### src/msx_mem_params.svh
`ifndef MSX_MEM_PARAMS_SVH
`define MSX_MEM_PARAMS_SVH

// byte lane shared by ioctl, cpu and bram
`define MSX_DATA_W        8

// cpu side address per region
`define MSX_ADDR_W        25

// ioctl download address
`define MSX_IOCTL_AW      27

// bank address widths
`define MSX_BIOS_AW       15   // 32 kB
`define MSX_EXT_AW        14   // 16 kB
`define MSX_DSK_AW        14   // 16 kB
`define MSX_RAM_AW        16   // 64 kB

// bios, ext, disk, ram
`define MSX_NUM_REGIONS   4

// open bus value, seen on missing or out of range reads
`define MSX_FILL_BYTE     8'hFF

// ioctl_index split, low part picks target directly
`define MSX_IDX_LO_W      6
`define MSX_IDX_HI_W      10

`endif

### src/msx_mem_pkg.sv
`include "msx_mem_params.svh"

package msx_mem_pkg;

   // region slot, also the index into mem_req / mem_q
   typedef enum logic [1:0] {
      REGION_BIOS = 2'd0,
      REGION_EXT  = 2'd1,
      REGION_DSK  = 2'd2,
      REGION_RAM  = 2'd3
   } mem_region_e;

   // where an ioctl download lands
   typedef enum logic [1:0] {
      DL_NONE = 2'd0,   // idle or unknown index
      DL_BIOS = 2'd1,
      DL_EXT  = 2'd2,
      DL_DSK  = 2'd3
   } dl_target_e;

   // one cpu access to one region
   typedef struct packed {
      logic [`MSX_ADDR_W-1:0] addr;
      logic [`MSX_DATA_W-1:0] data;   // write data, ram only
      logic                   wren;
      logic                   rden;
   } mem_req_t;

   // download write broadcast to all banks
   typedef struct packed {
      logic [`MSX_IOCTL_AW-1:0] addr;
      logic [`MSX_DATA_W-1:0]   data;
      logic                     wr;     // already range checked
   } dl_wr_t;

endpackage

### src/msx_read_mux.sv
`timescale 1ns/100ps
`include "msx_mem_params.svh"

module msx_read_mux (
   input  logic                         clk,
   input  logic                         rst_n,
   input  msx_mem_pkg::mem_req_t        req      [`MSX_NUM_REGIONS],
   input  logic [`MSX_DATA_W-1:0]       bank_q   [`MSX_NUM_REGIONS],
   input  logic [`MSX_NUM_REGIONS-1:0]  bank_oor,
   output logic [`MSX_DATA_W-1:0]       mem_q    [`MSX_NUM_REGIONS]
);

   logic [`MSX_NUM_REGIONS-1:0] rd_vld;   // read issued last cycle

   always_ff @(posedge clk) begin
      if (!rst_n) begin
         rd_vld <= '0;
      end else begin
         for (int i = 0; i < `MSX_NUM_REGIONS; i++) begin
            rd_vld[i] <= req[i].rden;
         end
      end
   end

   // open bus unless a real in-range read is pending
   always_comb begin
      for (int i = 0; i < `MSX_NUM_REGIONS; i++) begin
         if (rd_vld[i] && !bank_oor[i]) begin
            mem_q[i] = bank_q[i];
         end else begin
            mem_q[i] = `MSX_FILL_BYTE;
         end
      end
   end

endmodule

### config.mk
export PLATFORM = sky130hd
export DESIGN_NAME = msx_read_mux
export DESIGN_NICKNAME = d
export VERILOG_FILES = /design/src/msx_mem_pkg.sv /design/src/msx_read_mux.sv
export VERILOG_INCLUDE_DIRS = /design/src
export SDC_FILE = /design/constraint.sdc
export NUM_CORES = 1
export LEC_CHECK = 0
export BUFFER_PORTS_ARGS = -buffer_cell sky130_fd_sc_hd__clkbuf_2
export CORE_AREA = 2 2 81 83
export CTS_BUF_LIST = sky130_fd_sc_hd__clkbuf_8
export DETAILED_ROUTE_END_ITERATION = 7
export DIE_AREA = 0 0 83 85
export SYNTH_ARGS = -nofsm -noshare
export SYNTH_HDL_FRONTEND = slang
export SYNTH_SLANG_ARGS = --single-unit
### constraint.sdc
create_clock -name clk -period 1.4 [get_ports clk]
set_input_delay 0.14 -clock clk [delete_from_list [all_inputs] [get_ports clk]]
set_output_delay 0.14 -clock clk [all_outputs]
set_load 0.005 [all_outputs]
Yosys cells after proc, flatten, opt, wreduce, memory -nomap -nowiden:

Cells that the tools add are included.

* bits of input ports: 178
* output and inout bits: 32
* bits in registers: 4

* reduce and logical (&&, ||, !) cells: 8
* muxes and demuxes: 4

Operators with widths (number)
* 8-bit 2-to-1 mux: 4
* 1-bit logical AND: 4
* 1-bit logical NOT: 4

Longest topological paths before layout:

* depth in word-level cells: 3
* gate-level depth with buffers: 1
* mapped depth without buffers: 1

Least setup slack after synthesis:

OpenSTA, ideal clock, no wires.

* path type: register to output
* from: register rd_vld[3]
* to: output port mem_q[0] in the netlist's numbering
* data arrival time: 0.710 ns
* setup slack: 0.550 ns
* required time: 1.260 ns
* cell stages (with the launch flop): 2
* path buffers: 0
* cell sequence: dfxtp_1 or3b_1

RTL lines
* start: declaration: RTL line msx_read_mux.sv:13 `` logic [`MSX_NUM_REGIONS-1:0] rd_vld; ``
* start signal: indexed assignment: RTL line msx_read_mux.sv:20 `rd_vld[i] <= req[i].rden;`
* end: declaration: RTL line msx_read_mux.sv:10 `` output logic [`MSX_DATA_W-1:0] mem_q [`MSX_NUM_REGIONS] ``

==> results.sh <==
export IMPL_status="complete, no violations"
export IMPL_antenna_found_initial=0
export IMPL_hold_viol_final=0
export IMPL_syn_nets=218
export IMPL_syn2layout_area_growth_pct=131
export IMPL_p_leak_nw=0.409
export IMPL_gp_congestion=0.578
export IMPL_tns_ns=0
export IMPL_final_cell_mix="73 x clkbuf_2, 32 x or3b_1, 4 x and2_1, 3 x clkbuf_8, 3 x dfxtp_1"
export IMPL_yosys_warnings=0
export IMPL_dr_pass1_iters=2
export IMPL_io_buffers=73
export IMPL_p_int_w=0.000381
export IMPL_die_h_um=85
export IMPL_ios=210
export IMPL_drive_above_1_share_pct=66.4
export IMPL_drv_slew=0
export IMPL_num_vias=596
export IMPL_syn_inst=40
export IMPL_layout_commonest_cell="clkbuf_2"
export IMPL_fp_coreArea_sq_um=6200
export IMPL_clkPwrFrac_pct=48.7
export IMPL_dp_cells=190
export IMPL_dp_hpwl_um=1630
export IMPL_initial_core_util_pct=6.21
export IMPL_largest_register_ffs=4
export IMPL_cts_hold_buf=0
export IMPL_track_usage_pct=4.82
export IMPL_p_sw_share_pct=21.7
export IMPL_avgViaCountPerCell=3.09
export IMPL_clk_pin_slew_ns=0.03
export IMPL_maxCapViolCount=0
export IMPL_routed_wl_um=1770
export IMPL_hold_slack_ns=0.124
export IMPL_max_freq_mhz=762
export IMPL_cts_made_buffers=3
export IMPL_largest_register="rd_vld"
export IMPL_cp_max_fo=8
export IMPL_ant_nets=0
export IMPL_pwr_share_seq_pct=27.2
export IMPL_ys_seq_area_share_pct=20.8
export IMPL_grt_max_degree=9
export IMPL_drc=0
export IMPL_worstSetupStartpointType="register"
export IMPL_fin_util_pct=14.3
export IMPL_p_switching_w=0.000106
export IMPL_nNetsFinal=296
export IMPL_drt_iter0_markers=2
export IMPL_stdcell_area_sq_um=890
export IMPL_grt_pass1_vias=566
export IMPL_hold_class="input port to register"
export IMPL_routedWlPerCell_um=9.19
export IMPL_num_antenna_cells=0
export IMPL_overflow=0
export IMPL_finalCritPeriodShare_pct=93.7
export IMPL_syn_cell_area_sq_um=385
export IMPL_setup_viol=0
export IMPL_place_area_sq_um=847
export IMPL_root_buffer="clkbuf_8"
export IMPL_instances_no_fill=193
export IMPL_htreeDepth=1
export IMPL_fillers=705
export IMPL_rsz0062_at_grt="false"
export IMPL_period_needed_ns=1.31
export IMPL_fp_row_count=29
export IMPL_dieArea_sq_um=7060
export IMPL_cts_tree="done"
export IMPL_top_regs="rd_vld: 4 flops"
export IMPL_cp_arrival_ns=1.17
export IMPL_multi_input_area_sq_um=305
export IMPL_regArea_sq_um=81.3
export IMPL_crit_type="register to output port"
export IMPL_cts_num_sinks=4
export IMPL_cts_max_path_buffers=2
export IMPL_cp_required_ns=1.26
export IMPL_netlist_area_leader_share_pct=72.7
export IMPL_grt_pass1_wl_um=2780
export IMPL_worstSetupEndpointType="output port"
export IMPL_comb_power_share_pct=24.0
export IMPL_postSynthAreaPerCell_sq_um=9.63
export IMPL_p_per_area_nw_per_um2=547
export IMPL_die_x_um=83
export IMPL_synthTopCellsByArea="or3b_1 73%, dfxtp_1 21%, and2_1 6.5%"
export IMPL_ys_types=3
export IMPL_max_slew_margin_pct=83.2
export IMPL_ir_worst_vdd_mv=0.446
export IMPL_tightest_slew_ns=0.252
export IMPL_synth_top_cell_by_area="or3b_1"
export IMPL_synth_seq_cells=4
power by group through the flow:
stage               Combinational [W]  Clock [W]  Sequential, W
global placement             0.000117          0       0.000135
floorplan                   0.0000329          0       0.000128
CTS                          0.000120   0.000245       0.000133
global route                 0.000132   0.000251       0.000135
finish                       0.000117   0.000237       0.000133
detailed placement           0.000119          0       0.000135
what timing repair did:
item                       4_1_cts  5_1_grt
buffers inserted                 0        0
resized for setup                0        1
setup endpoints to repair        0        3
worst paths after layout:
check,from,end,depth (start not counted)
worst max-delay path,rd_vld[2],mem_q[12],2
worst min-delay path,req[105],rd_vld[0],2
routing by layer:
metal	global-route usage, %	vias to the layer above	part of all wire, %	routed length [um]
li1	-	305	-	-
met5	0	-	0	0
met2	8.28	23	54	953
met3	0.584	0	4.5	79
met4	1.79	0	0	0
met1	6.20	268	42	740
cells in the mapped netlist:
cell / n
dfxtp_1: 4
and2_1: 4
or3b_1: 32
critical path, stage by stage, from the launching register on:
cell and delay (ns):
dfxtp_1 0.45, or3b_1 0.39, clkbuf_2 0.12
cell type report:
cell class              instances  share of cell area (%)
well taps                      77                    10.8
clock buffers                   3                    4.64
repair buffers                 73                    41.1
flip-flops and latches          4                    9.14
multi-input cells              36                    34.3
cell families after synthesis:
logic type / share of synthesized area, %
DFF: 20.8
and+or+nand+nor: 79.2
per-stage QoR:
| step | power, W | setup WS (ns) |
|---|---|---|
| floorplan | 0.000161 | 0.550 |
| global placement | 0.000252 | 0.263 |
| detailed placement | 0.000254 | 0.242 |
| CTS | 0.000498 | 0.0119 |
| global route | 0.000518 | 0.0262 |
| finish | 0.000487 | 0.0878 |
No activity file was read; power rests on OpenSTA's default activity.
