==> src/msx_mem_params.svh <==
`ifndef MSX_MEM_PARAMS_SVH
`define MSX_MEM_PARAMS_SVH

// byte lane shared by ioctl, cpu and bram
`define MSX_DATA_W        8

// cpu side address per region
`define MSX_ADDR_W        25

// ioctl download address
`define MSX_IOCTL_AW      27

// bank address widths
`define MSX_BIOS_AW       15   // 32 kB
`define MSX_EXT_AW        14   // 16 kB
`define MSX_DSK_AW        14   // 16 kB
`define MSX_RAM_AW        16   // 64 kB

// bios, ext, disk, ram
`define MSX_NUM_REGIONS   4

// open bus value, seen on missing or out of range reads
`define MSX_FILL_BYTE     8'hFF

// ioctl_index split, low part picks target directly
`define MSX_IDX_LO_W      6
`define MSX_IDX_HI_W      10

`endif

==> src/msx_mem_pkg.sv <==
`include "msx_mem_params.svh"

package msx_mem_pkg;

   // region slot, also the index into mem_req / mem_q
   typedef enum logic [1:0] {
      REGION_BIOS = 2'd0,
      REGION_EXT  = 2'd1,
      REGION_DSK  = 2'd2,
      REGION_RAM  = 2'd3
   } mem_region_e;

   // where an ioctl download lands
   typedef enum logic [1:0] {
      DL_NONE = 2'd0,   // idle or unknown index
      DL_BIOS = 2'd1,
      DL_EXT  = 2'd2,
      DL_DSK  = 2'd3
   } dl_target_e;

   // one cpu access to one region
   typedef struct packed {
      logic [`MSX_ADDR_W-1:0] addr;
      logic [`MSX_DATA_W-1:0] data;   // write data, ram only
      logic                   wren;
      logic                   rden;
   } mem_req_t;

   // download write broadcast to all banks
   typedef struct packed {
      logic [`MSX_IOCTL_AW-1:0] addr;
      logic [`MSX_DATA_W-1:0]   data;
      logic                     wr;     // already range checked
   } dl_wr_t;

endpackage

==> src/msx_dl_decode.sv <==
`timescale 1ns/100ps
`include "msx_mem_params.svh"

module msx_dl_decode (
   input  logic                         clk,
   input  logic                         rst_n,
   input  logic                         ioctl_download,
   input  logic [15:0]                  ioctl_index,
   input  logic                         ioctl_wr,
   input  logic [`MSX_IOCTL_AW-1:0]     ioctl_addr,
   input  logic [`MSX_DATA_W-1:0]       ioctl_dout,
   output msx_mem_pkg::dl_wr_t          dl_wr,
   output logic [`MSX_NUM_REGIONS-1:0]  bank_sel,
   output logic                         reset_req
);

   msx_mem_pkg::dl_target_e        tgt_d;      // decoded this cycle
   msx_mem_pkg::dl_target_e        tgt_q;      // download state
   logic                           addr_fits;
   logic [`MSX_NUM_REGIONS-1:0]    sel_d;
   logic                           wr_q;
   logic [`MSX_IOCTL_AW-1:0]       addr_q;
   logic [`MSX_DATA_W-1:0]         data_q;

   // index decode, only while a download runs
   always_comb begin
      tgt_d = msx_mem_pkg::DL_NONE;
      if (ioctl_download) begin
         case (ioctl_index[`MSX_IDX_LO_W-1:0])
            6'd1: tgt_d = msx_mem_pkg::DL_BIOS;
            6'd2: tgt_d = msx_mem_pkg::DL_EXT;
            6'd3: tgt_d = msx_mem_pkg::DL_DSK;
            6'd0: begin
               // combined image, upper bits name the part
               case (ioctl_index[15:`MSX_IDX_LO_W])
                  10'd0:   tgt_d = msx_mem_pkg::DL_BIOS;
                  10'd1:   tgt_d = msx_mem_pkg::DL_EXT;
                  10'd2:   tgt_d = msx_mem_pkg::DL_DSK;
                  default: tgt_d = msx_mem_pkg::DL_NONE;
               endcase
            end
            default: tgt_d = msx_mem_pkg::DL_NONE;   // rom, fw etc not kept
         endcase
      end
   end

   // drop bytes past the end of the target bank
   always_comb begin
      case (tgt_d)
         msx_mem_pkg::DL_BIOS: addr_fits = (ioctl_addr >> `MSX_BIOS_AW) == '0;
         msx_mem_pkg::DL_EXT:  addr_fits = (ioctl_addr >> `MSX_EXT_AW) == '0;
         msx_mem_pkg::DL_DSK:  addr_fits = (ioctl_addr >> `MSX_DSK_AW) == '0;
         default:              addr_fits = 1'b0;
      endcase
   end

   // one-hot bank pick, ram bit stays clear
   always_comb begin
      sel_d = '0;
      case (tgt_d)
         msx_mem_pkg::DL_BIOS: sel_d[msx_mem_pkg::REGION_BIOS] = 1'b1;
         msx_mem_pkg::DL_EXT:  sel_d[msx_mem_pkg::REGION_EXT]  = 1'b1;
         msx_mem_pkg::DL_DSK:  sel_d[msx_mem_pkg::REGION_DSK]  = 1'b1;
         default:              sel_d = '0;
      endcase
   end

   always_ff @(posedge clk) begin
      if (!rst_n) begin
         tgt_q    <= msx_mem_pkg::DL_NONE;
         bank_sel <= '0;
         wr_q     <= 1'b0;
      end else begin
         tgt_q    <= tgt_d;
         bank_sel <= sel_d;
         wr_q     <= ioctl_wr & addr_fits;   // strobe lines up with sel
      end
   end

   // payload follows the strobe
   always_ff @(posedge clk) begin
      addr_q <= ioctl_addr;
      data_q <= ioctl_dout;
   end

   assign dl_wr.addr = addr_q;
   assign dl_wr.data = data_q;
   assign dl_wr.wr   = wr_q;

   // machine held in reset for the whole valid download
   assign reset_req = (tgt_q != msx_mem_pkg::DL_NONE);

endmodule

==> config.mk <==
export PLATFORM = sky130hd
export DESIGN_NAME = msx_dl_decode
export DESIGN_NICKNAME = d
export VERILOG_FILES = /design/src/msx_mem_pkg.sv /design/src/msx_dl_decode.sv
export VERILOG_INCLUDE_DIRS = /design/src
export SDC_FILE = /design/constraint.sdc
export NUM_CORES = 1
export LEC_CHECK = 0
export CORE_ASPECT_RATIO = 1.25
export CORE_UTILIZATION = 60
export CTS_CLUSTER_SIZE = 40
export DETAILED_ROUTE_END_ITERATION = 8
export DONT_BUFFER_PORTS = 1
export GPL_ROUTABILITY_DRIVEN = 0
export PLACE_DENSITY = 0.76
export SETUP_SLACK_MARGIN = 0.3
export SLEW_MARGIN = 0
export SYNTH_ARGS = -nofsm -noshare
export SYNTH_HDL_FRONTEND = slang
export SYNTH_SLANG_ARGS = --single-unit
==> constraint.sdc <==
create_clock -name clk -period 3.7 [get_ports clk]
set_clock_uncertainty 0.1 [all_clocks]
set_input_delay 0.74 -clock clk [delete_from_list [all_inputs] [get_ports clk]]
set_output_delay 0.74 -clock clk [all_outputs]
set_load 0.02 [all_outputs]
# After elaboration in Yosys (flattened, before gate mapping)

Cells that the tools add are included.

Bits in registers: 42
Output and inout port bits: 41
Word-level logic and storage cells: 28

Equality and inequality tests: 8
Muxes and demuxes: 7
Bitwise operators: 1
Reduce and logical (&&, ||, !) cells: 6

Operators by type and width:

| kind                  | number |
|---|---|
| $logic_not A27 Y1     | 2 |
| $eq A6 B2 Y1 const B  | 2 |
| $eq A10 B1 Y1 const B | 1 |
| $eq A10 B2 Y1 const B | 1 |
| $logic_not A10 Y1     | 1 |
| $pmux W2 S4           | 1 |
| $eq A6 B1 Y1 const B  | 1 |
| $logic_not A6 Y1      | 1 |
| $pmux W2 S3           | 1 |
| $eq A2 B2 Y1 const B  | 2 |
| $mux W1               | 3 |
| $eq A2 B1 Y1 const B  | 1 |
| $mux W2               | 1 |
| $pmux W1 S2           | 1 |
| $reduce_bool A2 Y1    | 1 |
| $reduce_or A2 Y1      | 1 |
| $and A1 B1 Y1         | 1 |

# Depth between registers and ports, before layout

Depth in word-level cells: 8
Gate-level depth with buffers: 3
Gate-level depth less buffers: 3

# Worst setup path before layout

OpenSTA, ideal clock, no wires.

Kind: input to register
Start: input ioctl_index[11]
End: register wr_q
Arrival: 1571 ps
Data required time: 3488 ps
Path slack: 1917 ps
Cell stages on the path: 3
Path buffers: 0
Cell sequence: nor4_4 > o211ai_1 > a2111oi_1

Cells in the longest elaborated chain, start to end: 8

Ends and longest elaborated chain:

| item                                  | line                | text |
|---|---|---|
| from (decl)                           | msx_dl_decode.sv:8  | `input logic [15:0] ioctl_index,` |
| $eq A10 B2 Y1 (tied with other cells) | msx_dl_decode.sv:35 | `` case (ioctl_index[15:`MSX_IDX_LO_W]) `` |
| $pmux W2 S3 *                         | msx_dl_decode.sv:35 |  |
| $pmux W2 S4 *                         | msx_dl_decode.sv:29 | `` case (ioctl_index[`MSX_IDX_LO_W-1:0]) `` |
| $mux W2 *                             | msx_dl_decode.sv:28 | `if (ioctl_download) begin` |
| $eq A2 B2 Y1                          | msx_dl_decode.sv:49 | `case (tgt_d)` |
| $reduce_or A2 Y1 (no line)            | n/a                 |  |
| $pmux W1 S2 *                         | msx_dl_decode.sv:49 |  |
| $and A1 B1 Y1 *                       | msx_dl_decode.sv:76 | `wr_q <= ioctl_wr & addr_fits;` |
| to (signal assigned)                  | msx_dl_decode.sv:76 |  |
| to (decl)                             | msx_dl_decode.sv:21 | `logic wr_q;` |

Mark *: on every way between the ends. The rest lies on a longest branch, timed or not.
A chain may end at the register's enable or synchronous reset.

# Final worst setup path

Start: register tgt_q[1]
End: output reset_req

Cells in the longest elaborated chain, start to end: 1

Ends and longest elaborated chain:

| item                   | line                | text |
|---|---|---|
| from (decl)            | msx_dl_decode.sv:18 | `msx_mem_pkg::dl_target_e tgt_q;` |
| from (signal assigned) | msx_dl_decode.sv:70 | `tgt_q <= msx_mem_pkg::DL_NONE;` |
| from (signal assigned) | msx_dl_decode.sv:74 | `tgt_q <= tgt_d;` |
| $reduce_bool A2 Y1     | msx_dl_decode.sv:91 | `assign reset_req = (tgt_q != msx_mem_pkg::DL_NONE);` |
| to (decl)              | msx_dl_decode.sv:14 | `output logic reset_req` |

No other way between the ends.

==> impl_results.md <==
- CTS root buf: clkbuf_4
- Antenna cells: 0
- Final Hold Fails: 0
- Synth-to-layout area growth: 5.93%
- Final period utilization: 49.5%
- Synth warn: 0
- CP required: 2.86 ns
- CTS tree: done
- Final Net Count: 137
- Cell Rows: 16
- Drt pass-1 iters: 4
- GRT Total Usage: 19.1%
- Die Y-Extent: 48.9 µm
- Register bit count reported by yosys: 41
- Leading area contributor after synthesis: dfxtp_1
- FFs w/ async S/R, synth: 0%
- Static Leak: 0.433 nW
- Hold_sp: ioctl_addr[14]
- Starting Density: 65.9%
- DRC: 0
- 1st-iter DRT viols: 7
- Max Clock Freq: 0.547 GHz
- Worst hold slack: 0.329 ns
- Ranking of synthesized cells by area: dfxtp_1 78%, nor4_4 4.0%, nor2_1 2.1%
- Clk buf depth: 2
- Yosys cell types: 20
- Syn_nets: 132
- Pwr dens: 636 nW/µm²
- Critical Path Sink Type: primary output
- Most common cell in the netlist: dfxtp_1
- Die Wd: 39.5 µm
- Top cell type's share of synthesized area: 77.8%
- Kind of critical path: reg2out
- Hold path depth: 0
- Initial antenna violation count: 0
- Clk sinks: 41
- Post-synth EDFFs: 0
- Critical-path cell list: or2_2
- Switching Fraction: 21.6%
- CP arrival: 0.99 ns
- Core Footprint: 1600 µm²
- H-tree levels: 2
- Clk slew on worst S/H paths: 0.10 ns
- Register area share after synthesis: 77.8%
- Post CTS Setup Buffer Count: 0
- Final min period: 1.83 ns
- Cell area after placement: 1060 µm²
- Slew Viols, Final: 0
- RSZ-0062 raised after global routing: no
- Max-Cap Viols: 0
- Clock share of power: 29.0%
- Worst Hold Path EP: addr_q[14]$_DFF_P_
- Startpoint types: flip-flop
- Vias/cell: 5.92
- Layout cells sized above 1: 11.0%
- Delay-heaviest family, CP: simple AND/OR/NAND/NOR gates
- Final setup violation count: 0
- Wirelength, routed: 1.72 mm
- Worst path max stage delay: 0.35 ns
- Post_cts resized: 0
- Mapped Cells: 77
- P_int: 0.557 mW
- P_sw: 0.154 mW
- # port buffers: 0
- Fill count: 122
- Global-route wire length before repair: 2.36 mm
- Via count: 592
- Vias in the first global route: 576
- Critical-path top delay cell: or2_2
- Io pins: 96
- Post-Syn Area: 1050 µm²
- Hold Path Class: in2reg
- Combinational share of power: 1.4%
- CP Buf/Inv Count: 0
- Design Power: 0.710 mW
- Post-route ant nets: 0
- Final Util: 69.8%
- Cts bufs inserted: 5
- Status: completed
- Post-Syn Area per Cell: 13.7 µm²
- Commonest register cell after synthesis: dfxtp_1
- WL per Instance: 17.2 µm
- Grt total ovfl: 0
- Fin area: 1120 µm²
- Peak supply drop: 0.000397 V
- Sequential share of power: 69.6%
- Die area: 1930 µm²
- Synth cell count leaders: 41 x dfxtp_1, 6 x nor2_1, 3 x a21oi_1, 3 x nand3_1, 3 x nor4_1
- HPWL after DPL: 1.37 mm
- Hold Buf Count CTS: 0
- Pin count of the biggest net entering global routing: 12
- Sum Neg Setup Slack: 0 ns
- Top fanout value on the critical path: 1
-- final cells by class --
| class | instances | area [µm²] | area share, % |
|---|---|---|---|
| clock buffers | 7 | 55.1 | 4.93 |
| inverters | 2 | 7.51 | 0.672 |
| multi-input cells | 32 | 211 | 18.9 |
| flip-flops and latches | 41 | 821 | 73.5 |
| well taps | 18 | 22.5 | 2.02 |
-- through the flow --
stage / instances / setup slack [ns]
after floorplan: 77 / 1.92
after global placement: 93 / 1.86
after detailed placement: 93 / 1.81
after CTS: 100 / 1.86
after global routing: 100 / 1.83
final: 100 / 1.87
-- layout by cell type (no fill, tap or decap) --
cell type / Yosys / final
xor2_1: 1 / 1
a211oi_1: 1 / 1
nor2_1: 6 / 6
nor2b_1: 1 / 1
clkbuf_8: 0 / 1
dfxtp_1: 41 / 41
nor3_1: 2 / 2
a21oi_1: 3 / 3
a31oi_1: 1 / 1
a2111oi_1: 1 / 1
nand2_1: 2 / 2
conb_1: 1 / 1
nand4_1: 1 / 1
o211ai_1: 1 / 1
clkbuf_1: 0 / 1
clkbuf_4: 0 / 5
nand3_1: 3 / 3
or2_2: 1 / 1
nor4_4: 2 / 2
inv_1: 2 / 2
a41oi_1: 2 / 2
nor4_1: 3 / 3
-- cell families (layout without fill, tap and decap cells) --
logic type,count (synthesis),count (layout),share of synthesized area (%)
other cells,1,1,0.356
flops,41,41,77.8
simple gates,21,21,12.8
xor+xnor,1,1,0.831
buf+inv,4,9,2.14
compound gates,9,9,6.05
-- worst max path at each step --
stage | startpoint | to | slack (ns) | cells past startpoint
final | tgt_q[1]$_SDFF_PN0_ | reset_req | 1.87 | 1
after global routing | tgt_q[1]$_SDFF_PN0_ | reset_req | 1.83 | 1
after CTS | tgt_q[1]$_SDFF_PN0_ | reset_req | 1.86 | 1
after detailed placement | ioctl_index[11] | wr_q$_SDFF_PN0_ | 1.81 | 3
after global placement | ioctl_index[11] | wr_q$_SDFF_PN0_ | 1.86 | 3
after floorplan | ioctl_index[11] | wr_q$_SDFF_PN0_ | 1.92 | 3
-- registers in the layout, indices dropped and copies added, names as in the netlist --
name	count
tgt_q	2
bank_sel	3
wr_q	1
addr_q	27
data_q	8
-- routing by layer --
layer / up-vias / GRT usage, % / wire length, µm
li1: 271 / - / -
met3: 2 / 11.4 / 276
met5: - / 0 / 0
met1: 252 / 14.3 / 492
met4: 0 / 15.5 / 10
met2: 67 / 31.1 / 944
-- power groups by stage --
stage / combinational (mW) / clock, mW / sequential (mW)
global placement: 0.00957 / 0 / 0.505
CTS: 0.00987 / 0.213 / 0.495
detailed placement: 0.00977 / 0 / 0.506
global route: 0.0112 / 0.230 / 0.498
floorplan: 0.00967 / 0 / 0.503
finish: 0.00986 / 0.206 / 0.495
Note: power is estimated with default switching activity, not from simulation.
